===== config.mk =====
export PLATFORM = sky130hd
export DESIGN_NAME = fetchUnit_flat
export DESIGN_NICKNAME = d
export VERILOG_FILES = /design/src/source/mipsPkg.sv /design/src/source/controlBus.sv /design/src/source/fetchUnit.sv /design/src/flat_wrapper.sv
export VERILOG_INCLUDE_DIRS = /design/src /design/src/source
export SDC_FILE = /design/constraint.sdc
export NUM_CORES = 2
export LEC_CHECK = 0
export BUFFER_PORTS_ARGS = -buffer_cell sky130_fd_sc_hd__buf_2
export CAP_MARGIN = 20
export CORE_MARGIN = 10
export CORE_UTILIZATION = 35
export CTS_CLUSTER_SIZE = 16
export DETAILED_ROUTE_END_ITERATION = 8
export PLACE_DENSITY = 0.48
export SLEW_MARGIN = 20
export SYNTH_ARGS = -nofsm -noshare
export SYNTH_HDL_FRONTEND = slang
export SYNTH_SLANG_ARGS = --single-unit

===== constraint.sdc =====
create_clock -name clock -period 10.8 [get_ports clock]
set_input_delay 2.16 -clock clock [delete_from_list [all_inputs] [get_ports clock]]
set_output_delay 2.16 -clock clock [all_outputs]
set_load 0.01 [all_outputs]

===== src/source/mipsLite_defines.svh =====
`ifndef MIPSLITE_DEFINES_SVH
`define MIPSLITE_DEFINES_SVH

// data path and address width
`define WORD_WIDTH 32

`define REG_ADDR_WIDTH 5

// first fetch after reset
`define RESET_PC 32'h0040_0000

`define IMEM_DEPTH 64

`define DMEM_DEPTH 64

// stores here go out the serial port instead of RAM
`define SERIAL_ADDR 32'hFFFF_0000

`define LINK_REG 5'd31

`endif


===== src/source/mipsPkg.sv =====
`default_nettype none

package mipsPkg;

	typedef enum logic [5:0] {
		OP_SPECIAL = 6'h00,
		OP_REGIMM  = 6'h01,
		OP_J       = 6'h02,
		OP_JAL     = 6'h03,
		OP_BEQ     = 6'h04,
		OP_BNE     = 6'h05,
		OP_BLEZ    = 6'h06,
		OP_BGTZ    = 6'h07,
		OP_ADDI    = 6'h08,
		OP_ADDIU   = 6'h09,
		OP_ANDI    = 6'h0C,
		OP_ORI     = 6'h0D,
		OP_XORI    = 6'h0E,
		OP_LUI     = 6'h0F,
		OP_LW      = 6'h23,
		OP_SW      = 6'h2B
	} opcodeT;

	typedef enum logic [5:0] {
		FN_JR   = 6'h08,
		FN_JALR = 6'h09,
		FN_ADD  = 6'h20,
		FN_ADDU = 6'h21,
		FN_SUB  = 6'h22,
		FN_SUBU = 6'h23,
		FN_AND  = 6'h24,
		FN_OR   = 6'h25,
		FN_XOR  = 6'h26,
		FN_NOR  = 6'h27,
		FN_SLT  = 6'h2A,
		FN_SLTU = 6'h2B
	} functT;

	// pass is zero so an all-low decode is a no-op
	typedef enum logic [3:0] {
		ALU_PASS, ALU_ADD, ALU_SUB, ALU_AND,
		ALU_OR, ALU_XOR, ALU_NOR, ALU_SLT,
		ALU_SLTU, ALU_LUI, ALU_BEQ, ALU_BNE,
		ALU_BLEZ, ALU_BGTZ, ALU_BLTZ, ALU_BGEZ
	} aluOpT;

endpackage

`default_nettype wire


===== src/source/controlBus.sv =====
`timescale 1ns/1ps
`default_nettype none

interface controlBus;
	import mipsPkg::*;

	logic regDst; // rd instead of rt
	logic aluSrc; // immediate as operand b
	logic zeroExtend;
	logic regWrite;
	logic memRead;
	logic memWrite;
	logic memToReg;
	logic branch;
	logic jump;
	logic jumpReg;
	logic link;
	aluOpT aluOp;

	modport decoder (output regDst, aluSrc, zeroExtend, regWrite, memRead, memWrite,
		memToReg, branch, jump, jumpReg, link, aluOp);
	modport datapath (input regDst, aluSrc, zeroExtend, regWrite, memRead, memWrite,
		memToReg, link, aluOp);
	modport fetch (input branch, jump, jumpReg);
endinterface

`default_nettype wire


===== src/source/fetchUnit.sv =====
`timescale 1ns/1ps
`default_nettype none
`include "mipsLite_defines.svh"

module fetchUnit (
	input wire logic clock,
	input wire logic reset,
	input wire logic progWrite,
	input wire logic [$clog2(`IMEM_DEPTH)-1:0] progAddress,
	input wire logic [`WORD_WIDTH-1:0] progData,
	input wire logic [`WORD_WIDTH-1:0] rsValue,
	input wire logic takeBranch,
	controlBus.fetch ctrl,
	output logic [`WORD_WIDTH-1:0] instruction,
	output logic [`WORD_WIDTH-1:0] pcPlus4
);
	localparam int imemAddrWidth = $clog2(`IMEM_DEPTH);

	logic [`WORD_WIDTH-1:0] pc;
	logic [`WORD_WIDTH-1:0] pcOffset;
	logic [`WORD_WIDTH-1:0] nextPc;
	logic [`WORD_WIDTH-1:0] branchTarget;
	logic [`WORD_WIDTH-1:0] jumpTarget;
	logic [`WORD_WIDTH-1:0] imem [`IMEM_DEPTH];

	always_ff @(posedge clock) begin
		if (progWrite)
			imem[progAddress] <= progData; // loader writes while core is in reset
	end

	assign pcOffset = pc - `RESET_PC;
	assign instruction = imem[pcOffset[imemAddrWidth+1:2]];
	assign pcPlus4 = pc + `WORD_WIDTH'(4);

	assign branchTarget = pcPlus4 + {{(`WORD_WIDTH-18){instruction[15]}}, instruction[15:0], 2'b00};
	assign jumpTarget = {pcPlus4[`WORD_WIDTH-1:28], instruction[25:0], 2'b00};

	always_comb begin
		if (ctrl.jumpReg)
			nextPc = rsValue;
		else if (ctrl.jump)
			nextPc = jumpTarget;
		else if (ctrl.branch && takeBranch)
			nextPc = branchTarget;
		else
			nextPc = pcPlus4;
	end

	always_ff @(posedge clock) begin
		if (reset)
			pc <= `RESET_PC;
		else
			pc <= nextPc;
	end
endmodule

`default_nettype wire


===== src/flat_wrapper.sv =====
// flat-port wrapper written by rule: the top's interface ports become plain ports
module fetchUnit_flat 
  (clock, reset, progWrite, progAddress, progData, rsValue, takeBranch, instruction, pcPlus4, ctrl_branch, ctrl_jump, ctrl_jumpReg);
  controlBus ctrl_i ();
  input wire logic clock;
  input wire logic reset;
  input wire logic progWrite;
  input wire logic [$clog2(`IMEM_DEPTH)-1:0] progAddress;
  input wire logic [`WORD_WIDTH-1:0] progData;
  input wire logic [`WORD_WIDTH-1:0] rsValue;
  input wire logic takeBranch;
  output logic [`WORD_WIDTH-1:0] instruction;
  output logic [`WORD_WIDTH-1:0] pcPlus4;
  input wire logic [$bits(ctrl_i.branch)-1:0] ctrl_branch;
  input wire logic [$bits(ctrl_i.jump)-1:0] ctrl_jump;
  input wire logic [$bits(ctrl_i.jumpReg)-1:0] ctrl_jumpReg;
  assign ctrl_i.branch = ctrl_branch;
  assign ctrl_i.jump = ctrl_jump;
  assign ctrl_i.jumpReg = ctrl_jumpReg;
  fetchUnit u_core (.clock(clock), .reset(reset), .progWrite(progWrite), .progAddress(progAddress), .progData(progData), .rsValue(rsValue), .takeBranch(takeBranch), .ctrl(ctrl_i), .instruction(instruction), .pcPlus4(pcPlus4));
endmodule

==> metrics.md <==
| Metric | Value |
|---|---|
| TNS Setup | `0 ps` |
| Pre-antenna DRT Iters | `5` |
| Vias | `39290` |
| Slew Viols, Final | `0` |
| Vias in the first global route | `approximately 40000` |
| CTS resizes | `0` |
| TritonCTS buffer count | `217` |
| Status | `complete, no violations` |
| Post-route ant nets | `0` |
| Hold Path Class | `reg -> reg` |
| IO buf count | `140` |
| Top cell type's share of synthesized area | `between 70% and 80%` |
| Core area | `~230000 µm²` |
| RR Startpoint | `u_core.pc[2]` |
| Die width | `around 500 µm` |
| Worst-path clk slew | `approximately 60 ps` |
| Hold depth | `3` |
| Critical Path RT | `8640 ps` |
| Final cycle utilization of the critical path | `~64%` |
| GR Overflow Total | `0` |
| Min Clock Period, post-route | `slightly below 7000 ps` |
| WL final | `between 200000 and 250000 µm` |
| CTS tree | `done` |
| Cell Rows | `approximately 180` |
| Yosys warns | `0` |
| Multi-input logic area | `~19000 µm²` |
| Sequential Area | `slightly above 60000 µm²` |
| Post-Place Worst Slack | `between 4000 and 5000 ps` |
| Yosys top cell by area | `edfxtp_1` |
| H-tree depth | `4` |
| Lkg Pwr | `~0.028 µW` |
| Max Cap Viol | `0` |
| Async SR Flop Fraction | `0%` |
| Worst ir drop on vdd | `0.1809 mV` |
| # IOs | `between 100 and 150` |
| RSZ-0062 raised after global routing | `false` |
| Hold_sp | `u_core.pc[1]` |
| RePlAce Congestion | `slightly above 0.8` |
| WL/cell | `approximately 34 µm` |
| Yosys reg bits | `2080` |
| Fmax achieved | `between 0.1 and 0.15 GHz` |
| Post-Syn Area per Cell | `approximately 23 µm²` |
| R2R setup slack | `about 4400 ps` |
| Worst slew pin tran | `1162 ps` |
| Longest Clk Path Bufs | `3` |
| Hold Path End | `u_core.pc[1]` |
| Pwr Density | `slightly below 200 nW/µm²` |
| Initial core utilization | `35.10%` |
| Cell Area, Placed | `approximately 86000 µm²` |
| Layout cell share with drive strength beyond 1 | `between 30% and 40%` |
| Worst Reg2Reg Path Length in Cells | `16` |
| Nets | `3875` |
| Count of final hold-check violations | `0` |
| EDFF count, synth | `roughly 2000` |
| WP data arrival | `4760 ps` |
| RR Endpoint | `u_core.pc[28]` |
| DR DRC count | `0` |
| Post-Synthesis Cells | `3485` |
| Initial antenna violation count | `25` |
| Layout area overhead | `14.64%` |
| Mapped Area | `between 80000 and 90000 µm²` |
| Max FO, Critical Path | `between 80 and 90` |
| Initial DRC Count | `roughly 4800` |
| Pin count of the biggest net entering global routing | `between 100 and 150` |
| Fin Clk Skew | `27.56 ps` |
| Clk sinks | `2080` |
| Die Ht | `approximately 500 µm` |
| Primary FF master, synth | `edfxtp_1` |
| Syn_nets | `3593` |
| Slew headroom | `around 22%` |
| Cell variety after synth | `60` |
| Global Route Usage Sum | `18.82%` |
| Worst Setup End Kind | `primary output` |
| Max stage delay on crit path | `around 730 ps` |
| Post CTS Setup Buffer Count | `0` |
| Vias per cell | `between 5 and 6` |
| Die area | `about 250000 µm²` |
| Slowest cell on crit path | `dfxtp_4` |
| Root Buffer | `clkbuf_16` |
| Final-report setup violation count | `0` |
| First-pass GRT wire length | `about 330000 µm` |
| Startpoint Class | `flip-flop` |
| Area contributors post-synth | `edfxtp_1 (75%), mux4_2 (18%), dfxtp_1 (0.79%), nor2_1 (0.49%), ha_1 (0.46%)` |
| Cell repeated most along the worst path | `mux4_2` |
| Setup Crit Path Kind | `reg -> out` |
| Post-DP HPWL | `between 100000 and 150000 µm` |
| Fill cells | `roughly 20000` |
| Post-route cell area | `roughly 93000 µm²` |
| Latest clock arrival within the worst-skew pair | `about 850 ps` |
| Crit-path cells | `buf_12, buf_4, mux4_2, mux4_2, mux4_2, buf_2` |
| Sequential share of the synthesized area | `between 70% and 80%` |
| Setup WS post-layout | `roughly 4000 ps` |
| Cts hold-fix bufs | `0` |
[worst max-delay path: cells and delay by family (launching register included)]
| kind | cells | cell delay [ps] |
|---|---|---|
| buffers and inverters | 3 | 1350 |
| DFF | 1 | 730 |
| muxes | 3 | 1620 |
[metal layers]
layer | track usage, % | wire [µm] | share of wire [%]
met1 | 27.71 | 107400 | 45
met2 | 29.43 | 112700 | 47
met3 | 3.521 | 16800 | 7.0
met4 | 3.769 | 3981 | 1.7
met5 | 0 | 63 | 0.026
[cell type report]
cell class / instances / area share, %
sequential: 2080 / 66.57
clock buffer: 275 / 6.162
clock inverter: 122 / 1.178
antenna: 2 / 0.005359
inverter: 11 / 0.04421
multi-input combinational: 1211 / 20.16
tap: 3043 / 4.077
timing repair buffer: 246 / 1.805
[worst max-delay path by stage]
stage,from,endpoint,slack [ps],depth (start not counted)
floorplan,progAddress[5],u_core.imem[48][0],5300,4
global placement,u_core.pc[2],u_core.pc[28],4310,16
detailed placement,u_core.pc[2],u_core.pc[28],4300,16
CTS,u_core.pc[2],instruction[20],3690,6
global route,u_core.pc[2],instruction[20],3550,6
finish,u_core.pc[3],instruction[12],3880,6
[sequential cells by signal, summed over array words and instances (netlist names)]
| signal | flops |
|---|---|
| u_core.imem | 2048 |
| u_core.pc | 32 |
[cells by family after synthesis]
kind of cell,share of synthesized area [%]
buf+inv,1.183
fa+ha+maj,0.4854
flops,76.29
compound gates,1.316
simple gates,1.679
mux,18.55
xor+xnor,0.5054
[metrics by stage]
step / power [µW] / instances / hold WS, ps / util [%]
final: 18190 / 6990 / 639.9 / 40.24
after global routing: 18820 / 6990 / 685.8 / 40.24
after CTS: 18370 / 6985 / 644.0 / 40.20
after detailed placement: 11100 / 6588 / 632.4 / 37.24
after global placement: 11100 / 6585 / 620.1 / 37.22
after floorplan: 10380 / 3485 / 598.8 / -
[power by group]
group	switching [µW]	internal, µW	leakage [µW]
clock network	3140	4140	0.00335
registers	55.8	8940	0.0187
logic	1100	818	0.00631
[synth_stat cells, types with 5 or more instances]
cell      count
edfxtp_1   2048
mux4_2      668
nor2_1      107
clkbuf_1     79
nand2_1      78
a21oi_1      46
buf_2        44
buf_1        32
dfxtp_1      32
ha_1         30
o21ai_0      27
xnor2_1      27
nand3_1      25
buf_6        20
xor2_1       20
a21o_1       14
nor2b_1      12
nor3_1       12
a211oi_1     11
inv_1        11
a22oi_1      10
and3_1       10
nand2b_1      9
and2_1        8
buf_4         8
nand4_1       8
or3_1         8
o221ai_1      7
o22ai_1       7
a221oi_1      5
[cell usage in the layout, fill, tap and decap left out, types with 5 or more instances in the layout]
| cell type | count |
|---|---|
| or3_1 | 8 |
| dfxtp_4 | 6 |
| inv_1 | 11 |
| bufinv_16 | 16 |
| buf_12 | 13 |
| nor2b_1 | 12 |
| buf_4 | 101 |
| nor2_4 | 62 |
| clkbuf_1 | 53 |
| a22oi_1 | 10 |
| dfxtp_1 | 26 |
| a21o_1 | 14 |
| xnor2_1 | 27 |
| and2_1 | 8 |
| nor2_1 | 45 |
| mux4_2 | 668 |
| xor2_1 | 20 |
| clkinv_1 | 50 |
| clkinv_2 | 41 |
| clkbuf_16 | 222 |
| o21ai_0 | 27 |
| o221ai_1 | 7 |
| edfxtp_1 | 2048 |
| nand4_1 | 8 |
| buf_2 | 131 |
| ha_1 | 30 |
| a21oi_1 | 46 |
| o22ai_1 | 7 |
| a221oi_1 | 5 |
| a211oi_1 | 11 |
| nand3_1 | 25 |
| nor3_1 | 10 |
| nand2b_1 | 9 |
| and3_1 | 10 |
| nand2_1 | 78 |
(Power assumes the default switching activity.)
