==> src/source/mipsLite_defines.svh <==
`ifndef MIPSLITE_DEFINES_SVH
`define MIPSLITE_DEFINES_SVH

// data path and address width
`define WORD_WIDTH 32

`define REG_ADDR_WIDTH 5

// first fetch after reset
`define RESET_PC 32'h0040_0000

`define IMEM_DEPTH 64

`define DMEM_DEPTH 64

// stores here go out the serial port instead of RAM
`define SERIAL_ADDR 32'hFFFF_0000

`define LINK_REG 5'd31

`endif

==> src/source/mipsPkg.sv <==
`default_nettype none

package mipsPkg;

	typedef enum logic [5:0] {
		OP_SPECIAL = 6'h00,
		OP_REGIMM  = 6'h01,
		OP_J       = 6'h02,
		OP_JAL     = 6'h03,
		OP_BEQ     = 6'h04,
		OP_BNE     = 6'h05,
		OP_BLEZ    = 6'h06,
		OP_BGTZ    = 6'h07,
		OP_ADDI    = 6'h08,
		OP_ADDIU   = 6'h09,
		OP_ANDI    = 6'h0C,
		OP_ORI     = 6'h0D,
		OP_XORI    = 6'h0E,
		OP_LUI     = 6'h0F,
		OP_LW      = 6'h23,
		OP_SW      = 6'h2B
	} opcodeT;

	typedef enum logic [5:0] {
		FN_JR   = 6'h08,
		FN_JALR = 6'h09,
		FN_ADD  = 6'h20,
		FN_ADDU = 6'h21,
		FN_SUB  = 6'h22,
		FN_SUBU = 6'h23,
		FN_AND  = 6'h24,
		FN_OR   = 6'h25,
		FN_XOR  = 6'h26,
		FN_NOR  = 6'h27,
		FN_SLT  = 6'h2A,
		FN_SLTU = 6'h2B
	} functT;

	// pass is zero so an all-low decode is a no-op
	typedef enum logic [3:0] {
		ALU_PASS, ALU_ADD, ALU_SUB, ALU_AND,
		ALU_OR, ALU_XOR, ALU_NOR, ALU_SLT,
		ALU_SLTU, ALU_LUI, ALU_BEQ, ALU_BNE,
		ALU_BLEZ, ALU_BGTZ, ALU_BLTZ, ALU_BGEZ
	} aluOpT;

endpackage

`default_nettype wire

==> src/source/controlBus.sv <==
`timescale 1ns/1ps
`default_nettype none

interface controlBus;
	import mipsPkg::*;

	logic regDst; // rd instead of rt
	logic aluSrc; // immediate as operand b
	logic zeroExtend;
	logic regWrite;
	logic memRead;
	logic memWrite;
	logic memToReg;
	logic branch;
	logic jump;
	logic jumpReg;
	logic link;
	aluOpT aluOp;

	modport decoder (output regDst, aluSrc, zeroExtend, regWrite, memRead, memWrite,
		memToReg, branch, jump, jumpReg, link, aluOp);
	modport datapath (input regDst, aluSrc, zeroExtend, regWrite, memRead, memWrite,
		memToReg, link, aluOp);
	modport fetch (input branch, jump, jumpReg);
endinterface

`default_nettype wire

==> src/source/alu.sv <==
`timescale 1ns/1ps
`default_nettype none
`include "mipsLite_defines.svh"

module alu (
	input mipsPkg::aluOpT aluOp,
	input wire logic [`WORD_WIDTH-1:0] operandA,
	input wire logic [`WORD_WIDTH-1:0] operandB,
	output logic [`WORD_WIDTH-1:0] result,
	output logic takeBranch
);
	import mipsPkg::*;

	logic aIsZero;
	logic aIsNeg;

	assign aIsZero = (operandA == '0);
	assign aIsNeg = operandA[`WORD_WIDTH-1];

	always_comb begin
		case (aluOp)
			ALU_ADD: result = operandA + operandB;
			ALU_SUB: result = operandA - operandB;
			ALU_AND: result = operandA & operandB;
			ALU_OR: result = operandA | operandB;
			ALU_XOR: result = operandA ^ operandB;
			ALU_NOR: result = ~(operandA | operandB);
			ALU_SLT: result = `WORD_WIDTH'($signed(operandA) < $signed(operandB));
			ALU_SLTU: result = `WORD_WIDTH'(operandA < operandB);
			ALU_LUI: result = {operandB[15:0], 16'b0};
			default: result = operandA; // pass and branch ops
		endcase
	end

	always_comb begin
		case (aluOp)
			ALU_BEQ: takeBranch = (operandA == operandB);
			ALU_BNE: takeBranch = (operandA != operandB);
			ALU_BLEZ: takeBranch = aIsNeg || aIsZero;
			ALU_BGTZ: takeBranch = !aIsNeg && !aIsZero;
			ALU_BLTZ: takeBranch = aIsNeg;
			ALU_BGEZ: takeBranch = !aIsNeg;
			default: takeBranch = 1'b0;
		endcase
	end
endmodule

`default_nettype wire

==> src/source/datapath.sv <==
`timescale 1ns/1ps
`default_nettype none
`include "mipsLite_defines.svh"

module datapath (
	input wire logic clock,
	input wire logic reset,
	input wire logic [`WORD_WIDTH-1:0] instruction,
	input wire logic [`WORD_WIDTH-1:0] pcPlus4,
	input wire logic [`WORD_WIDTH-1:0] loadData,
	controlBus.datapath ctrl,
	output logic [`WORD_WIDTH-1:0] rsValue,
	output logic takeBranch,
	output logic [`WORD_WIDTH-1:0] memAddress,
	output logic [`WORD_WIDTH-1:0] storeData
);
	logic [`WORD_WIDTH-1:0] rtValue;
	logic [`WORD_WIDTH-1:0] immediate;
	logic [`WORD_WIDTH-1:0] operandB;
	logic [`WORD_WIDTH-1:0] aluResult;
	logic [`WORD_WIDTH-1:0] writeData;
	logic [`REG_ADDR_WIDTH-1:0] writeReg;

	assign immediate = ctrl.zeroExtend ? {{(`WORD_WIDTH-16){1'b0}}, instruction[15:0]}
		: {{(`WORD_WIDTH-16){instruction[15]}}, instruction[15:0]};
	assign operandB = ctrl.aluSrc ? immediate : rtValue;

	// jal links to r31, jalr to rd
	assign writeReg = (ctrl.link && !ctrl.regDst) ? `LINK_REG
		: ctrl.regDst ? instruction[15:11] : instruction[20:16];

	assign writeData = ctrl.link ? pcPlus4 : ctrl.memToReg ? loadData : aluResult;

	regFile registers (
		.clock(clock),
		.reset(reset),
		.readAddressA(instruction[25:21]),
		.readAddressB(instruction[20:16]),
		.writeAddress(writeReg),
		.writeData(writeData),
		.writeEnable(ctrl.regWrite),
		.readDataA(rsValue),
		.readDataB(rtValue)
	);

	alu aluUnit (
		.aluOp(ctrl.aluOp),
		.operandA(rsValue),
		.operandB(operandB),
		.result(aluResult),
		.takeBranch(takeBranch)
	);

	assign memAddress = aluResult;
	assign storeData = rtValue;
endmodule

`default_nettype wire

==> src/source/regFile.sv <==
`timescale 1ns/1ps
`default_nettype none
`include "mipsLite_defines.svh"

module regFile (
	input wire logic clock,
	input wire logic reset,
	input wire logic [`REG_ADDR_WIDTH-1:0] readAddressA,
	input wire logic [`REG_ADDR_WIDTH-1:0] readAddressB,
	input wire logic [`REG_ADDR_WIDTH-1:0] writeAddress,
	input wire logic [`WORD_WIDTH-1:0] writeData,
	input wire logic writeEnable,
	output logic [`WORD_WIDTH-1:0] readDataA,
	output logic [`WORD_WIDTH-1:0] readDataB
);
	localparam int numRegs = 1 << `REG_ADDR_WIDTH;

	logic [`WORD_WIDTH-1:0] regs [numRegs];

	always_ff @(posedge clock) begin
		if (reset) begin
			for (int i = 0; i < numRegs; i++)
				regs[i] <= '0;
		end else if (writeEnable && writeAddress != '0) begin
			regs[writeAddress] <= writeData;
		end
	end

	// r0 is hardwired to zero
	assign readDataA = (readAddressA == '0) ? '0 : regs[readAddressA];
	assign readDataB = (readAddressB == '0) ? '0 : regs[readAddressB];
endmodule

`default_nettype wire

==> src/flat_wrapper.sv <==
// flat-port wrapper written by rule: the top's interface ports become plain ports
module datapath_flat 
  (clock, reset, instruction, pcPlus4, loadData, rsValue, takeBranch, memAddress, storeData, ctrl_regDst, ctrl_aluSrc, ctrl_zeroExtend, ctrl_regWrite, ctrl_memRead, ctrl_memWrite, ctrl_memToReg, ctrl_link, ctrl_aluOp);
  controlBus ctrl_i ();
  input wire logic clock;
  input wire logic reset;
  input wire logic [`WORD_WIDTH-1:0] instruction;
  input wire logic [`WORD_WIDTH-1:0] pcPlus4;
  input wire logic [`WORD_WIDTH-1:0] loadData;
  output logic [`WORD_WIDTH-1:0] rsValue;
  output logic takeBranch;
  output logic [`WORD_WIDTH-1:0] memAddress;
  output logic [`WORD_WIDTH-1:0] storeData;
  input wire logic [$bits(ctrl_i.regDst)-1:0] ctrl_regDst;
  input wire logic [$bits(ctrl_i.aluSrc)-1:0] ctrl_aluSrc;
  input wire logic [$bits(ctrl_i.zeroExtend)-1:0] ctrl_zeroExtend;
  input wire logic [$bits(ctrl_i.regWrite)-1:0] ctrl_regWrite;
  input wire logic [$bits(ctrl_i.memRead)-1:0] ctrl_memRead;
  input wire logic [$bits(ctrl_i.memWrite)-1:0] ctrl_memWrite;
  input wire logic [$bits(ctrl_i.memToReg)-1:0] ctrl_memToReg;
  input wire logic [$bits(ctrl_i.link)-1:0] ctrl_link;
  input wire logic [$bits(ctrl_i.aluOp)-1:0] ctrl_aluOp;
  assign ctrl_i.regDst = ctrl_regDst;
  assign ctrl_i.aluSrc = ctrl_aluSrc;
  assign ctrl_i.zeroExtend = ctrl_zeroExtend;
  assign ctrl_i.regWrite = ctrl_regWrite;
  assign ctrl_i.memRead = ctrl_memRead;
  assign ctrl_i.memWrite = ctrl_memWrite;
  assign ctrl_i.memToReg = ctrl_memToReg;
  assign ctrl_i.link = ctrl_link;
  assign ctrl_i.aluOp = ctrl_aluOp;
  datapath u_core (.clock(clock), .reset(reset), .instruction(instruction), .pcPlus4(pcPlus4), .loadData(loadData), .ctrl(ctrl_i), .rsValue(rsValue), .takeBranch(takeBranch), .memAddress(memAddress), .storeData(storeData));
endmodule
==> config.mk <==
export PLATFORM = sky130hd
export DESIGN_NAME = datapath_flat
export DESIGN_NICKNAME = d
export VERILOG_FILES = /design/src/source/mipsPkg.sv /design/src/source/controlBus.sv /design/src/source/alu.sv /design/src/source/datapath.sv /design/src/source/regFile.sv /design/src/flat_wrapper.sv
export VERILOG_INCLUDE_DIRS = /design/src /design/src/source
export SDC_FILE = /design/constraint.sdc
export NUM_CORES = 2
export LEC_CHECK = 0
export BUFFER_PORTS_ARGS = -buffer_cell sky130_fd_sc_hd__buf_2
export CAP_MARGIN = 5
export CORE_MARGIN = 3
export CORE_UTILIZATION = 60
export DETAILED_ROUTE_END_ITERATION = 8
export MAX_ROUTING_LAYER = met4
export PLACE_DENSITY = 0.73
export SETUP_SLACK_MARGIN = 0.1
export SYNTH_ARGS = -nofsm -noshare
export SYNTH_HDL_FRONTEND = slang
export SYNTH_SLANG_ARGS = --single-unit
==> constraint.sdc <==
create_clock -name clock -period 16.9 [get_ports clock]
set_input_delay 3.38 -clock clock [delete_from_list [all_inputs] [get_ports clock]]
set_output_delay 3.38 -clock clock [all_outputs]
set_load 0.01 [all_outputs]
==> results.cfg <==
[timing]
clock_skew_ns = 0.0344
fin_tns_setup_ns = 0
setup_ws_ns = 2.74
hold_slack_ns = 1.60
hold_viol = 0
rsz0062_at_grt = no
slew_headroom = 0.0346
worst_pin_slew_ns = 1.44
max_freq_mhz = 70.6
finalCriticalPeriod_ns = 14.16
fin_crit_sh = 0.838
setup_viol = 0
drv_slew = 0

[clocking]
cts_tree = yes
cts_root_buffer = clkbuf_16
cts.clk_slew.worst_paths_ns = 0.06
post-cts-setup-buffers = 0
numCtsBuffers = 101
cts.path.max_buffers = 3
cts_sinks = 1024
ctsHoldBuffers = 0
htreeDepth = 3
clkLatencyLatePin_ns = 0.70
cts.repair.resized = 0

[power]
power_density_nw_per_um2 = 101
vdd_drop_max_v = 0.0000950
power_leakage_nw = 23.8
p_total_w = 0.00658

[layout]
top_register = u_core.registers.regs
fillers = 7138
drive_above_1_share = 0.239
num-nets-final = 4985
finish.instance_area_sq_um = 65300
largest_reg_flops = 1024
reg_top3 = u_core.registers.regs: 1024 flops
syn2layout_area_growth_pct = 9.50

[floorplanning]
start_util = 0.606
die_y_um = 321
coreArea_sq_um = 98400
die_width_um = 321
die-area_sq_um = 103000
ios = 207
num_rows = 115

[worst_setup_path]
crit_type = in -> out
cp_slowest_cell = ha_1
critPathArrivalTime_ns = 10.78
path_max_fanout = 77
cp.required_ns = 13.52
path_common_cell = a21oi_1
critPathCaptureType = output port
timing.critical_path.cells = clkbuf_8 -> buf_12 -> buf_4 -> mux4_2 -> a211oi_1 -> a21oi_1 -> o221ai_1 -> ha_1 -> inv_1 -> a21oi_1 -> o31ai_1 -> o21ai_0 -> nand3_1 -> a41oi_1 -> mux2_2 -> a32oi_1 -> or2_2 -> buf_2
critPathMaxStageDelay_ns = 0.87
cp-start-kind = input pin

[detailed_routing]
drt_iter0_markers = 8226
via_per_inst = 7.62
wl_um = 235000
ant_nets = 0
vias = 46900
wl_per_cell_um = 38.3
drt_first_pass_iters = 6
drc_errors = 0

[synthesis]
ys_seq_area_frac = 0.516
synth_edf_count = 1024
synth_area_sq_um = 59600
yosysTopAreaCell = edfxtp_1
async_flop_share = 0
synth_cell_types = 85
synth_top_area_frac = 0.516
yosysMostFrequentCell = edfxtp_1
syn_area_per_cell_sq_um = 12.6
synth.area.top_cells = edfxtp_1 52%, mux4_2 19%, nor2_1 5.9%
synth_ff_type = edfxtp_1
synthCells = 4743
netlist_top_cells_count = 1,024 x edfxtp_1, 939 x nor2_1, 504 x mux4_2, 311 x clkbuf_1, 245 x nand2_1
yosysWarnings = 0
ys_ff_latch = 1024

[placed_design]
placed_area_sq_um = 62100
post-place-ws_ns = 3.07
dpl.hpwl_um = 148000
gp_congestion = 1.05
io_buffers = 198

[global_route]
grt_antenna_before_repair = 13
overflow = 0
grt_pass1_vias = 45700
track_usage = 0.467
grt_pass1_wl_um = 328000
grt_max_degree = 115

[job]
drv_cap = 0

[worst_hold_path]
holdCritPathClass = reg -> reg

[outcome]
status = complete, no violations
==> final cells by class <==
cell class,count,area (sq um),share of cell area
multi-input cells,3150,26900,0.412
inverters,126,473,0.00724
clock inverters,59,518,0.00793
repair buffers,372,2420,0.0371
flip-flops and latches,1024,30700,0.471
well taps,1287,1610,0.0247
clock buffers,117,2610,0.0399
diodes,14,35.0,0.000536
==> worst max-delay path: cells and delay by family <==
| family | cells | cell delay, ns |
|---|---|---|
| multiplexers | 2 | 0.75 |
| adder cells (fa/ha/maj) | 1 | 0.87 |
| AND/OR/NAND/NOR | 2 | 0.47 |
| buffers and inverters | 5 | 2.14 |
| AO/OA/AOI/OAI | 8 | 3.06 |
==> layout by cell type (no fill, tap or decap), drive strengths merged, types with 19 or more instances in the layout <==
cell       n
clkbuf   118
ha        98
and2      23
a31oi     24
nor3     159
nand2b    46
inv      127
a211oi    57
nor2b     26
a22oi     60
xnor2     20
o21a      34
a22o      21
edfxtp  1024
a21oi    177
o21bai    20
buf      371
o211ai    19
nand2    245
conb      32
mux4     504
mux2i    156
o221ai    40
o22ai     36
o21ai     92
clkinv    45
mux2      23
nand3     53
a221oi    22
nor2     939
==> cell families after synthesis <==
family | after synthesis | synth area share
other | 1 | 0.0000629
muxes | 683 | 0.221
and+or+nand+nor | 1571 | 0.111
buffers and inverters | 600 | 0.0417
AOI/OAI and AO/OA | 739 | 0.0856
DFF | 1024 | 0.516
xor gates and xnor gates | 25 | 0.00367
adders and majority gates | 100 | 0.0212
==> metal layers <==
metal,track usage,vias to the layer above,share of wire
met4,0.307,0,0.082
met1,0.559,23100,0.32
li1,-,18200,-
met3,0.158,1103,0.16
met2,0.679,4484,0.44
met5,-,-,0
==> power breakdown <==
group          internal (W)  switching [W]
Combinational      0.000465       0.000952
Sequential          0.00290      0.0000531
Clock               0.00123       0.000977
==> stage by stage <==
step | util | instances
3_3_place_gp | 0.631 | 5959
4_1_cts | 0.663 | 6135
5_1_grt | 0.664 | 6146
6_report | 0.664 | 6149
3_5_place_dp | 0.631 | 5959
2_1_floorplan | - | 4774
==> final timing paths <==
| path | from | endpoint | slack [ns] | cells past startpoint |
|---|---|---|---|---|
| setup / recovery | instruction[22] | memAddress[28] | 2.74 | 18 |
| hold / removal | u_core.registers.regs[2][19] | u_core.registers.regs[5][19] | 1.60 | 9 |
| setup reg to reg | u_core.registers.regs[31][0] | u_core.registers.regs[29][22] | 9.65 | 20 |
| hold reg to reg | u_core.registers.regs[2][19] | u_core.registers.regs[5][19] | 1.60 | 9 |
Power figures use the tool's default switching activity.
