File: src/source/mipsLite_defines.svh
`ifndef MIPSLITE_DEFINES_SVH
`define MIPSLITE_DEFINES_SVH

// data path and address width
`define WORD_WIDTH 32

`define REG_ADDR_WIDTH 5

// first fetch after reset
`define RESET_PC 32'h0040_0000

`define IMEM_DEPTH 64

`define DMEM_DEPTH 64

// stores here go out the serial port instead of RAM
`define SERIAL_ADDR 32'hFFFF_0000

`define LINK_REG 5'd31

`endif

File: src/source/mipsPkg.sv
`default_nettype none

package mipsPkg;

	typedef enum logic [5:0] {
		OP_SPECIAL = 6'h00,
		OP_REGIMM  = 6'h01,
		OP_J       = 6'h02,
		OP_JAL     = 6'h03,
		OP_BEQ     = 6'h04,
		OP_BNE     = 6'h05,
		OP_BLEZ    = 6'h06,
		OP_BGTZ    = 6'h07,
		OP_ADDI    = 6'h08,
		OP_ADDIU   = 6'h09,
		OP_ANDI    = 6'h0C,
		OP_ORI     = 6'h0D,
		OP_XORI    = 6'h0E,
		OP_LUI     = 6'h0F,
		OP_LW      = 6'h23,
		OP_SW      = 6'h2B
	} opcodeT;

	typedef enum logic [5:0] {
		FN_JR   = 6'h08,
		FN_JALR = 6'h09,
		FN_ADD  = 6'h20,
		FN_ADDU = 6'h21,
		FN_SUB  = 6'h22,
		FN_SUBU = 6'h23,
		FN_AND  = 6'h24,
		FN_OR   = 6'h25,
		FN_XOR  = 6'h26,
		FN_NOR  = 6'h27,
		FN_SLT  = 6'h2A,
		FN_SLTU = 6'h2B
	} functT;

	// pass is zero so an all-low decode is a no-op
	typedef enum logic [3:0] {
		ALU_PASS, ALU_ADD, ALU_SUB, ALU_AND,
		ALU_OR, ALU_XOR, ALU_NOR, ALU_SLT,
		ALU_SLTU, ALU_LUI, ALU_BEQ, ALU_BNE,
		ALU_BLEZ, ALU_BGTZ, ALU_BLTZ, ALU_BGEZ
	} aluOpT;

endpackage

`default_nettype wire

File: src/source/controlBus.sv
`timescale 1ns/1ps
`default_nettype none

interface controlBus;
	import mipsPkg::*;

	logic regDst; // rd instead of rt
	logic aluSrc; // immediate as operand b
	logic zeroExtend;
	logic regWrite;
	logic memRead;
	logic memWrite;
	logic memToReg;
	logic branch;
	logic jump;
	logic jumpReg;
	logic link;
	aluOpT aluOp;

	modport decoder (output regDst, aluSrc, zeroExtend, regWrite, memRead, memWrite,
		memToReg, branch, jump, jumpReg, link, aluOp);
	modport datapath (input regDst, aluSrc, zeroExtend, regWrite, memRead, memWrite,
		memToReg, link, aluOp);
	modport fetch (input branch, jump, jumpReg);
endinterface

`default_nettype wire

File: src/source/decoder.sv
`timescale 1ns/1ps
`default_nettype none
`include "mipsLite_defines.svh"

module decoder (
	input wire logic [`WORD_WIDTH-1:0] instruction,
	controlBus.decoder ctrl
);
	import mipsPkg::*;

	opcodeT opcode;
	functT funct;
	aluOpT rOp;

	assign opcode = opcodeT'(instruction[31:26]);
	assign funct = functT'(instruction[5:0]);

	always_comb begin
		case (funct)
			FN_ADD, FN_ADDU: rOp = ALU_ADD;
			FN_SUB, FN_SUBU: rOp = ALU_SUB;
			FN_AND: rOp = ALU_AND;
			FN_OR: rOp = ALU_OR;
			FN_XOR: rOp = ALU_XOR;
			FN_NOR: rOp = ALU_NOR;
			FN_SLT: rOp = ALU_SLT;
			FN_SLTU: rOp = ALU_SLTU;
			default: rOp = ALU_PASS; // jr, jalr and unknowns
		endcase
	end

	always_comb begin
		ctrl.regDst = 1'b0;
		ctrl.aluSrc = 1'b0;
		ctrl.zeroExtend = 1'b0;
		ctrl.regWrite = 1'b0;
		ctrl.memRead = 1'b0;
		ctrl.memWrite = 1'b0;
		ctrl.memToReg = 1'b0;
		ctrl.branch = 1'b0;
		ctrl.jump = 1'b0;
		ctrl.jumpReg = 1'b0;
		ctrl.link = 1'b0;
		ctrl.aluOp = ALU_PASS;
		case (opcode)
			OP_SPECIAL: begin
				if (rOp != ALU_PASS) begin
					ctrl.aluOp = rOp;
					ctrl.regDst = 1'b1;
					ctrl.regWrite = 1'b1;
				end else if (funct == FN_JR) begin
					ctrl.jumpReg = 1'b1;
				end else if (funct == FN_JALR) begin
					ctrl.jumpReg = 1'b1;
					ctrl.link = 1'b1;
					ctrl.regDst = 1'b1; // link goes to rd
					ctrl.regWrite = 1'b1;
				end
			end
			OP_REGIMM: begin
				if (instruction[20:16] == 5'd0) begin
					ctrl.branch = 1'b1;
					ctrl.aluOp = ALU_BLTZ;
				end else if (instruction[20:16] == 5'd1) begin
					ctrl.branch = 1'b1;
					ctrl.aluOp = ALU_BGEZ;
				end
			end
			OP_J: ctrl.jump = 1'b1;
			OP_JAL: begin
				ctrl.jump = 1'b1;
				ctrl.link = 1'b1;
				ctrl.regWrite = 1'b1;
			end
			OP_BEQ, OP_BNE, OP_BLEZ, OP_BGTZ: begin
				ctrl.branch = 1'b1;
				ctrl.aluOp = (opcode == OP_BEQ) ? ALU_BEQ :
					(opcode == OP_BNE) ? ALU_BNE :
					(opcode == OP_BLEZ) ? ALU_BLEZ : ALU_BGTZ;
			end
			OP_ADDI, OP_ADDIU, OP_LUI, OP_LW: begin
				ctrl.aluSrc = 1'b1;
				ctrl.regWrite = 1'b1;
				ctrl.aluOp = (opcode == OP_LUI) ? ALU_LUI : ALU_ADD;
				ctrl.memRead = (opcode == OP_LW);
				ctrl.memToReg = (opcode == OP_LW);
			end
			OP_ANDI, OP_ORI, OP_XORI: begin
				ctrl.aluSrc = 1'b1;
				ctrl.regWrite = 1'b1;
				ctrl.zeroExtend = 1'b1;
				ctrl.aluOp = (opcode == OP_ANDI) ? ALU_AND :
					(opcode == OP_ORI) ? ALU_OR : ALU_XOR;
			end
			OP_SW: begin
				ctrl.aluSrc = 1'b1;
				ctrl.memWrite = 1'b1;
				ctrl.aluOp = ALU_ADD;
			end
			default: ; // unknown opcode runs as nop
		endcase
	end
endmodule

`default_nettype wire

File: src/flat_wrapper.sv
// flat-port wrapper written by rule: the top's interface ports become plain ports
module decoder_flat import mipsPkg::*;
  (instruction, ctrl_regDst, ctrl_aluSrc, ctrl_zeroExtend, ctrl_regWrite, ctrl_memRead, ctrl_memWrite, ctrl_memToReg, ctrl_branch, ctrl_jump, ctrl_jumpReg, ctrl_link, ctrl_aluOp);
  controlBus ctrl_i ();
  input wire logic [`WORD_WIDTH-1:0] instruction;
  output wire logic [$bits(ctrl_i.regDst)-1:0] ctrl_regDst;
  output wire logic [$bits(ctrl_i.aluSrc)-1:0] ctrl_aluSrc;
  output wire logic [$bits(ctrl_i.zeroExtend)-1:0] ctrl_zeroExtend;
  output wire logic [$bits(ctrl_i.regWrite)-1:0] ctrl_regWrite;
  output wire logic [$bits(ctrl_i.memRead)-1:0] ctrl_memRead;
  output wire logic [$bits(ctrl_i.memWrite)-1:0] ctrl_memWrite;
  output wire logic [$bits(ctrl_i.memToReg)-1:0] ctrl_memToReg;
  output wire logic [$bits(ctrl_i.branch)-1:0] ctrl_branch;
  output wire logic [$bits(ctrl_i.jump)-1:0] ctrl_jump;
  output wire logic [$bits(ctrl_i.jumpReg)-1:0] ctrl_jumpReg;
  output wire logic [$bits(ctrl_i.link)-1:0] ctrl_link;
  output wire logic [$bits(ctrl_i.aluOp)-1:0] ctrl_aluOp;
  assign ctrl_regDst = ctrl_i.regDst;
  assign ctrl_aluSrc = ctrl_i.aluSrc;
  assign ctrl_zeroExtend = ctrl_i.zeroExtend;
  assign ctrl_regWrite = ctrl_i.regWrite;
  assign ctrl_memRead = ctrl_i.memRead;
  assign ctrl_memWrite = ctrl_i.memWrite;
  assign ctrl_memToReg = ctrl_i.memToReg;
  assign ctrl_branch = ctrl_i.branch;
  assign ctrl_jump = ctrl_i.jump;
  assign ctrl_jumpReg = ctrl_i.jumpReg;
  assign ctrl_link = ctrl_i.link;
  assign ctrl_aluOp = ctrl_i.aluOp;
  decoder u_core (.instruction(instruction), .ctrl(ctrl_i));
endmodule
File: config.mk
export PLATFORM = sky130hd
export DESIGN_NAME = decoder_flat
export DESIGN_NICKNAME = d
export VERILOG_FILES = /design/src/source/mipsPkg.sv /design/src/source/controlBus.sv /design/src/source/decoder.sv /design/src/flat_wrapper.sv
export VERILOG_INCLUDE_DIRS = /design/src /design/src/source
export SDC_FILE = /design/constraint.sdc
export NUM_CORES = 1
export LEC_CHECK = 0
export ABC_AREA = 0
export BUFFER_PORTS_ARGS = -buffer_cell sky130_fd_sc_hd__buf_4
export CAP_MARGIN = 20
export CORE_MARGIN = 4
export CORE_UTILIZATION = 35
export DETAILED_ROUTE_END_ITERATION = 16
export PLACE_DENSITY = 0.92
export REMOVE_ABC_BUFFERS = 1
export SETUP_SLACK_MARGIN = 0.02
export SLEW_MARGIN = 20
export SYNTH_ARGS = -nofsm -noshare
export SYNTH_HDL_FRONTEND = slang
export SYNTH_SLANG_ARGS = --single-unit
export TNS_END_PERCENT = 30
File: constraint.sdc
create_clock -name vclk -period 1.2
set_input_delay 0.12 -clock vclk [all_inputs]
set_output_delay 0.12 -clock vclk [all_outputs]
set_load 0.01 [all_outputs]
==> results.md, run 1 <==
Hold path:
- In this run the worst hold path is classified as in -> out.
- The count of cells along the worst hold path is 3.
- The launch point of the worst hold path is instruction[1].

Timing:
- Setup violations remaining at the end of the flow were counted as 9.
- The total count of max-transition violations in the final report is 0.
- The clock period minus worst slack is 1.54 ns.
- At the pin with the least slew margin, the transition time is 0.397 ns.
- The fraction of the cycle the final worst path needs is 1.28.
- The final hold slack is 0.545 ns.
- Setup repair after global routing could not meet its margin everywhere.
- The maximum achievable frequency is 0.651 GHz.
- In this run the tightest slew margin relative to its limit is 0.733.
- In the post-route analysis, the smallest setup slack over all paths is -0.335 ns.
- The number of hold-slack violations in the final timing report is 0.

Logic synthesis:
- A synthesized cell averages 6.76 sq um.
- Sorting the synthesized cells by area gives the leading types as nor4_4, nor2_1, a21oi_1.
- The distinct cell type count of the synthesized netlist is 37.
- The cell taking the most area after synthesis is nor4_4.
- The total of warnings raised by yosys is 0.
- The most frequently used cell type in the post-synthesis netlist is nor2_1.
- After technology mapping, the gate count stands at 72.
- For this run, the register share of the synthesized area comes to 0.
- Summing every instance area after synthesis gives 487 sq um.
- The commonest cells after synthesis are nor2_1, a21oi_1, nor3_1.
- The share of synthesized area in the top cell type comes to 0.0874.

Floorplanning:
- The die covers 2050 sq um.
- The initial cell density of the core is 0.374.
- 47 I/O pins were placed.
- The die is 45.3 microns tall.
- The region available for standard cell placement spans 1300 sq um.
- The number of cell rows is 13.
- The overall die width is 45.3 microns.

Power and ir drop:
- The internal portion of the total power is 134 uW.
- In this run the power spent charging and discharging nets is 116 uW.
- Dividing total power by cell area gives a power density of 274 nW/um^2.
- The net switching fraction of the power is 0.464.
- The share of total power dissipated in sequential elements is 0.
- The total power after layout is 251 uW.
- Across the VDD grid, the largest voltage drop is 181 uV.
- The static leakage is 0.408 nW.
- The power share of the clock group is 0.
- The relative contribution of combinational cells to total power is 1.000.

Cells and area:
- The utilization after layout is 0.702.
- In the final design database the tool counted 150 nets.
- Registers take 0 sq um.
- Clock buffers in the final layout number 0.
- The finished layout holds 131 standard cells, fillers aside.
- The share of final-layout standard cells stronger than drive strength 1 is 0.578.
- The number of sequential cells is 0.
- The number of diodes is 0.
- The finished cells cover 913 sq um.
- The area overhead of the layout relative to synthesis is 87.7%.

Critical path:
- In this design, the largest share of critical-path delay is due to simple AND/OR/NAND/NOR gates.
- The worst setup path is of the in -> out kind.
- At the worst endpoint, the arrival time is 1.42 ns.
- The cell with the largest stage delay on the worst path is or4_4.
- The element type at the critical path start is a primary input.
- The biggest cell delay along the critical path is 0.53 ns.
- In this run the worst path has a maximum fanout of 2.
- STA puts the critical path data required time at 1.08 ns.
- The logic depth of the worst setup path including buffers is 6.
- The signal on the critical path passes through buf_6 > or4_4 > nor3_4 > a211oi_1 > o32ai_2 > buf_4.
- The critical path launch point is instruction[17].
- The element type at the critical path end is an output pin.
- The combined buffer and inverter count along the critical path is 2.

Route:
- The first detailed-routing pass took 4 iterations.
- After the first detailed-routing iteration, the DRC count stood at 12.
- After detailed routing, the total wire length is 1810 microns.
- In this run the remaining antenna-violating nets after routing total 0.
- The vias per cell is 5.53.
- After detailed routing, the number of remaining DRC violations is 0.
- Detailed routing inserted a total of 725 vias.
- The wire length per cell is 13.8 microns.

Placement:
- The final estimated routing congestion in global placement is 0.813.
- The HPWL after detailed placement is 1410 microns.
- Input and output buffers added on the ports amount to 32.
- In this run the cell area measured after placement is 836 sq um.
- After detailed placement, the design holds a cell count of 129.

GRT:
- The number of global-route vias before repair is 738.
- The global-route wire length before repair is 3040 microns.
- After global routing the overflow that remains totals 0.
- The initial antenna violation count is 0.
- The largest net degree at the start of global routing is 11.
- The total global-route track usage is 0.190.

Clock tree:
- The number of hold buffers added after CTS was 0.

Run status:
- The checks that failed: setup timing.
- The run finished, with violations left.

Flow run:
- Across the run, the number of max-cap violations was 0.
final cells by class:
| type | instances | area [sq um] |
|---|---|---|
| multi-input combinational | 61 | 467 |
| timing repair buffer | 52 | 417 |
| fill | 104 | 388 |
| tap | 15 | 18.8 |
| inverter | 3 | 11.3 |
metal layers:
layer | vias to the layer above | track usage | share of wire
met1 | 329 | 0.236 | 0.39
met2 | 35 | 0.359 | 0.54
li1 | 359 | - | -
met5 | - | 0 | 0
met3 | 2 | 0.0159 | 0.072
met4 | 0 | 0.0234 | 0.0039
cell families (layout without fill, tap and decap cells):
kind of cell | Yosys count | count (layout) | synth area share
muxes | 1 | 1 | 0.0206
buffers and inverters | 11 | 55 | 0.116
and+or+nand+nor | 40 | 40 | 0.568
AOI/OAI and AO/OA | 20 | 20 | 0.296
final timing paths:
kind,end,slack (ns)
worst max-delay path,ctrl_aluOp[2],-0.34
worst min-delay path,ctrl_jumpReg,0.55
cells in the final DEF, fill, tap and decap left out, drive strengths merged:
master   count
buf         52
a211oi       1
a21oi        5
nor2b        1
o21a         2
or3b         1
o211ai       2
nor4         3
o32ai        1
nor3b        1
nand2b       3
o21bai       1
and2         1
nor4b        1
or3          2
o22ai        1
o31a         1
inv          3
nand4b       1
nand2        4
nor3         6
nand3b       2
nor4bb       1
and3b        1
a2bb2oi      2
or4          1
mux2i        1
a32o         1
nand3        4
o21ai        3
nor2         7
power groups by stage:
stage	logic, mW	clock network (mW)	registers, mW
after floorplan	0.0757	0	0
after global routing	0.272	0	0
after global placement	0.226	0	0
after detailed placement	0.233	0	0
final	0.251	0	0
after CTS	0.241	0	0
timing repair:
item	4_1_cts	5_1_grt
buffers inserted	1	1
pin swaps	6	1
endpoints found under the setup margin	9	13
gates resized for setup	9	7
gates cloned	0	0
through the flow:
stage               setup TNS (ns)  worst slack (ns)
detailed placement           -1.81            -0.380
global route                 -2.61            -0.404
global placement             -1.73            -0.345
floorplan                   -0.188           -0.0991
finish                       -2.04            -0.335
CTS                          -1.83            -0.345
No activity file was read; power rests on OpenSTA's default activity.
==> run 2: changes to the inputs <==
Settings changed: ABC_AREA 0 to 1, CELL_PAD_IN_SITES_DETAIL_PLACEMENT set to 0, CELL_PAD_IN_SITES_GLOBAL_PLACEMENT set to 1, CORE_ASPECT_RATIO set to 0.8, CORE_UTILIZATION 35 to 22, PLACE_DENSITY 0.92 to 0.9.
==> run 2 against run 1 <==
Effect of this change:
- the run now ends clean
- cell count grew 37%
- hold slack gained 0.026 ns
- routed wire length shrank 1.4%
- synthesized cell count grew 53%
- first-iteration DRC count grew to 2.5 times the previous value
- clock-buffer cell count is the same
- die area grew 73%
- utilization shrank 30 points
- critical path depth grew 2
- setup slack gained 0.37 ns
- sequential share of layout area is the same
- fmax grew 31%
- critical path type unchanged
- largest cell class unchanged
==> results.md, run 2 <==
Critical path:
- The critical path goes through buf_4 > nand2_2 > clkinv_1 > nand4_1 > nand3_1 > nor2_1 > nand3_2 > buf_6.
- STA classifies the critical path endpoint as an output pin.
- The biggest cell delay along the critical path is 0.14 ns (-0.39 ns).
- The required time at the endpoint of the critical path was 1.08 ns (about the same).
- The cell with the largest stage delay on the worst path is buf_4.
- The maximum net fanout on the critical path is 5 (+3).
- The combined buffer and inverter count along the critical path is 3 (+1).
- The logic depth of the worst setup path including buffers is 8 (+2).
- The critical setup path kind is in -> out.
- The dominant delay contributor by cell family on the critical path is simple AND/OR/NAND/NOR gates.
- The element type at the critical path start is a primary input.
- The most critical setup path has its endpoint at ctrl_regWrite.
- The arrival time of the worst setup path is 1.05 ns (-0.37 ns).
- The critical path launch point is instruction[28].

Timing:
- The total count of max-transition violations in the final report is 0 (unchanged).
- The relative max-transition margin is 0.797 (+0.0642).
- The setup slack after layout is 0.0302 ns (+0.365 ns).
- The maximum achievable frequency is 0.855 GHz (+31%).
- The number of hold-slack violations in the final timing report came to 0 (unchanged).
- The final hold slack is 0.571 ns (+0.0256 ns).
- The slew at the pin closest to its max-slew limit is 0.303 ns (-0.0940 ns).
- The total setup violations reported at the end of the flow is 0 (-9).
- The clock period minus worst slack is 1.17 ns (-0.365 ns).
- The fraction of the cycle the final worst path needs came to 0.975 (-0.304).
- Setup repair after global routing could not meet its margin everywhere.

Logic synthesis:
- The average instance area after synthesis is 5.31 sq um (-21%).
- The sequential cell area fraction in the yosys report is 0 (unchanged).
- The distinct cell type count of the synthesized netlist is 19 (-49%).
- By count the netlist is led by nand2_1, nor2_1, nand3_1.
- After synthesis, the cell types taking the most area are nand2_1, nand3_1, nor2_4.
- The synthesized cell area is 584 sq um (+20%).
- The portion of synthesized cell area occupied by the leading cell type is 0.141 (+0.0539).
- The number of cells produced by synthesis is 110 (+53%).
- Among all cell types in the netlist, the one instantiated most often is nand2_1.
- The cell taking the most area after synthesis is nand2_1.
- The total of warnings raised by yosys came to 0 (unchanged).

Cells and area:
- The area of all sequential standard cells is 0 sq um (unchanged).
- The number of sequential cells is 0 (unchanged).
- The utilization after layout is 0.399 (-0.303).
- The top cell types in the final layout, fill and taps aside, are buf_4, nand2_1, nor2_1.
- The clock buffer count in the final layout is 0 (unchanged).
- The most frequent standard cell in the layout excluding fill and tap cells is buf_4.
- The total non-filler cell area in the finished layout is 990 sq um (+8.4%).
- The total area of multi-input combinational cells is 576 sq um (+23%).
- The number of diodes is 0 (unchanged).
- The number of filler cells placed in the layout is 289 (+180%).
- The share of final-layout standard cells stronger than drive strength 1 is 0.566 (-0.0112).
- The final net count is 177 (+18%).
- The area overhead of the layout relative to synthesis is 69.4%.

Power and ir drop:
- The static leakage is 0.529 nW (+30%).
- The cell area power density is 247 nW/um^2 (-10%).
- The peak ir drop on the vdd network is 113 uV (-38%).
- The total power after layout came to 244 uW (-2.6%).

Hold path:
- The min-delay analysis places its worst path in the category in -> out.
- In this run the most critical hold path is launched from instruction[1].

Placement:
- The final estimated routing congestion in global placement is 0.811 (-0.21%).
- The cell area after placement is 877 sq um (+4.9%).
- The number of I/O port buffers is 32 (unchanged).
- The setup slack after placement is -0.0116 ns (+0.368 ns).
- The HPWL after detailed placement is 1520 microns (+7.7%).

Run status:
- The flow ran to the end, and the final reports show no timing, DRC or antenna violations.

Floorplanning:
- The core area came to 2480 sq um (+91%).
- The number of top-level pins is 47 (unchanged).
- The initial cell density of the core is 0.235 (-0.139).
- The vertical die dimension is 54.1 microns (+19%).
- The overall die area is 3550 sq um (+73%).
- The overall die width is 65.6 microns (+45%).
- The number of cell rows is 16 (+3).

Clock tree:
- The buffer count from post-CTS setup fixing is 0 (-1).
- The post-cts hold buffer count is 0 (unchanged).

Route:
- The length of routed met2 wiring came to 943 microns (-3.2%).
- The vias per cell is 4.35 (-21%).
- The detailed-routing wirelength on met1 is 799 microns (+14%).
- The via count is 778 (+7.3%).
- The DRC violation count after routing was 0 (unchanged).
- The highest metal layer carrying signal wires in the routed design is met3.
- The first-iteration detailed-routing DRC count is 30 (+18).
- The post-detailed-routing wire length is 1790 microns (-1.4%).
- The remaining antenna violation count after routing is 0 (unchanged).
- The wire length per cell is 9.98 microns (-28%).
- The routed wire length on met3 is 43 microns (-67%).
- The number of iterations in the first detailed-routing pass was 4 (unchanged).

Flow run:
- The number of max-capacitance violations reported is 0 (unchanged).

GRT:
- The total global-route track usage was 0.103 (-0.0875).
- The largest net degree at the start of global routing is 9 (-2).
- The global-route wire length before repair came to 3010 microns (-1.1%).
- The initial antenna violation count came to 0 (unchanged).
- The leftover overflow at the end of global routing is 0 (unchanged).
- The number of global-route vias before repair is 711 (-3.7%).
run 2: cell count changes in the layout (fill, tap and decap cells not counted), sizes merged, moves of 5 or more:
cell,before,now
nand3,4,21
nand2,4,27
a21oi,5,0
nand4,0,6
inv,3,20
nor2,7,25
buf,52,34
run 2: worst min-delay path: stages:
cell and delay (ns):
buf_4 0.13, nor4_1 0.06, buf_4 0.13
run 2: cell families (layout without fill, tap and decap cells):
kind of cell / Yosys count / after routing / share of synthesized area
compound gates: 4 / 4 / 0.0535
buf+inv: 22 / 55 / 0.148
simple gates: 84 / 84 / 0.799
run 2: worst min path at each step:
stage | slack, ns | depth (start not counted) | to
detailed placement | 0.56 | 3 | ctrl_jumpReg
global route | 0.60 | 3 | ctrl_jumpReg
floorplan | 0.29 | 1 | ctrl_jumpReg
global placement | 0.55 | 3 | ctrl_jumpReg
finish | 0.57 | 3 | ctrl_jumpReg
CTS | 0.56 | 3 | ctrl_jumpReg
run 2: layout make-up:
type,instances,share of cell area
Inverter,21,0.0847
Multi-Input combinational cell,88,0.582
Tap cell,36,0.0455
Timing Repair Buffer,34,0.288
run 2: timing repair:
action	4_1_cts	5_1_grt
endpoints found under the setup margin	3	9
resized for setup	2	28
pin swaps	0	15
run 2: layer usage:
layer / GRT usage / vias to the layer above
li1: - / 425
met5: 0 / -
met2: 0.200 / 12
met4: 0 / 0
met3: 0.00209 / 0
met1: 0.135 / 341
run 2: per-stage QoR:
stage	std cells	TNS (ns)
after detailed placement	179	-0.0116
final	179	0
after global routing	179	-0.119
after CTS	179	0
after floorplan	109	0
after global placement	179	0
run 2: power by group:
part	switching (mW)	internal, mW	total (mW)
logic	0.137	0.107	0.244
clock network	0	0	0
registers	0	0	0
total	0.137	0.107	0.244
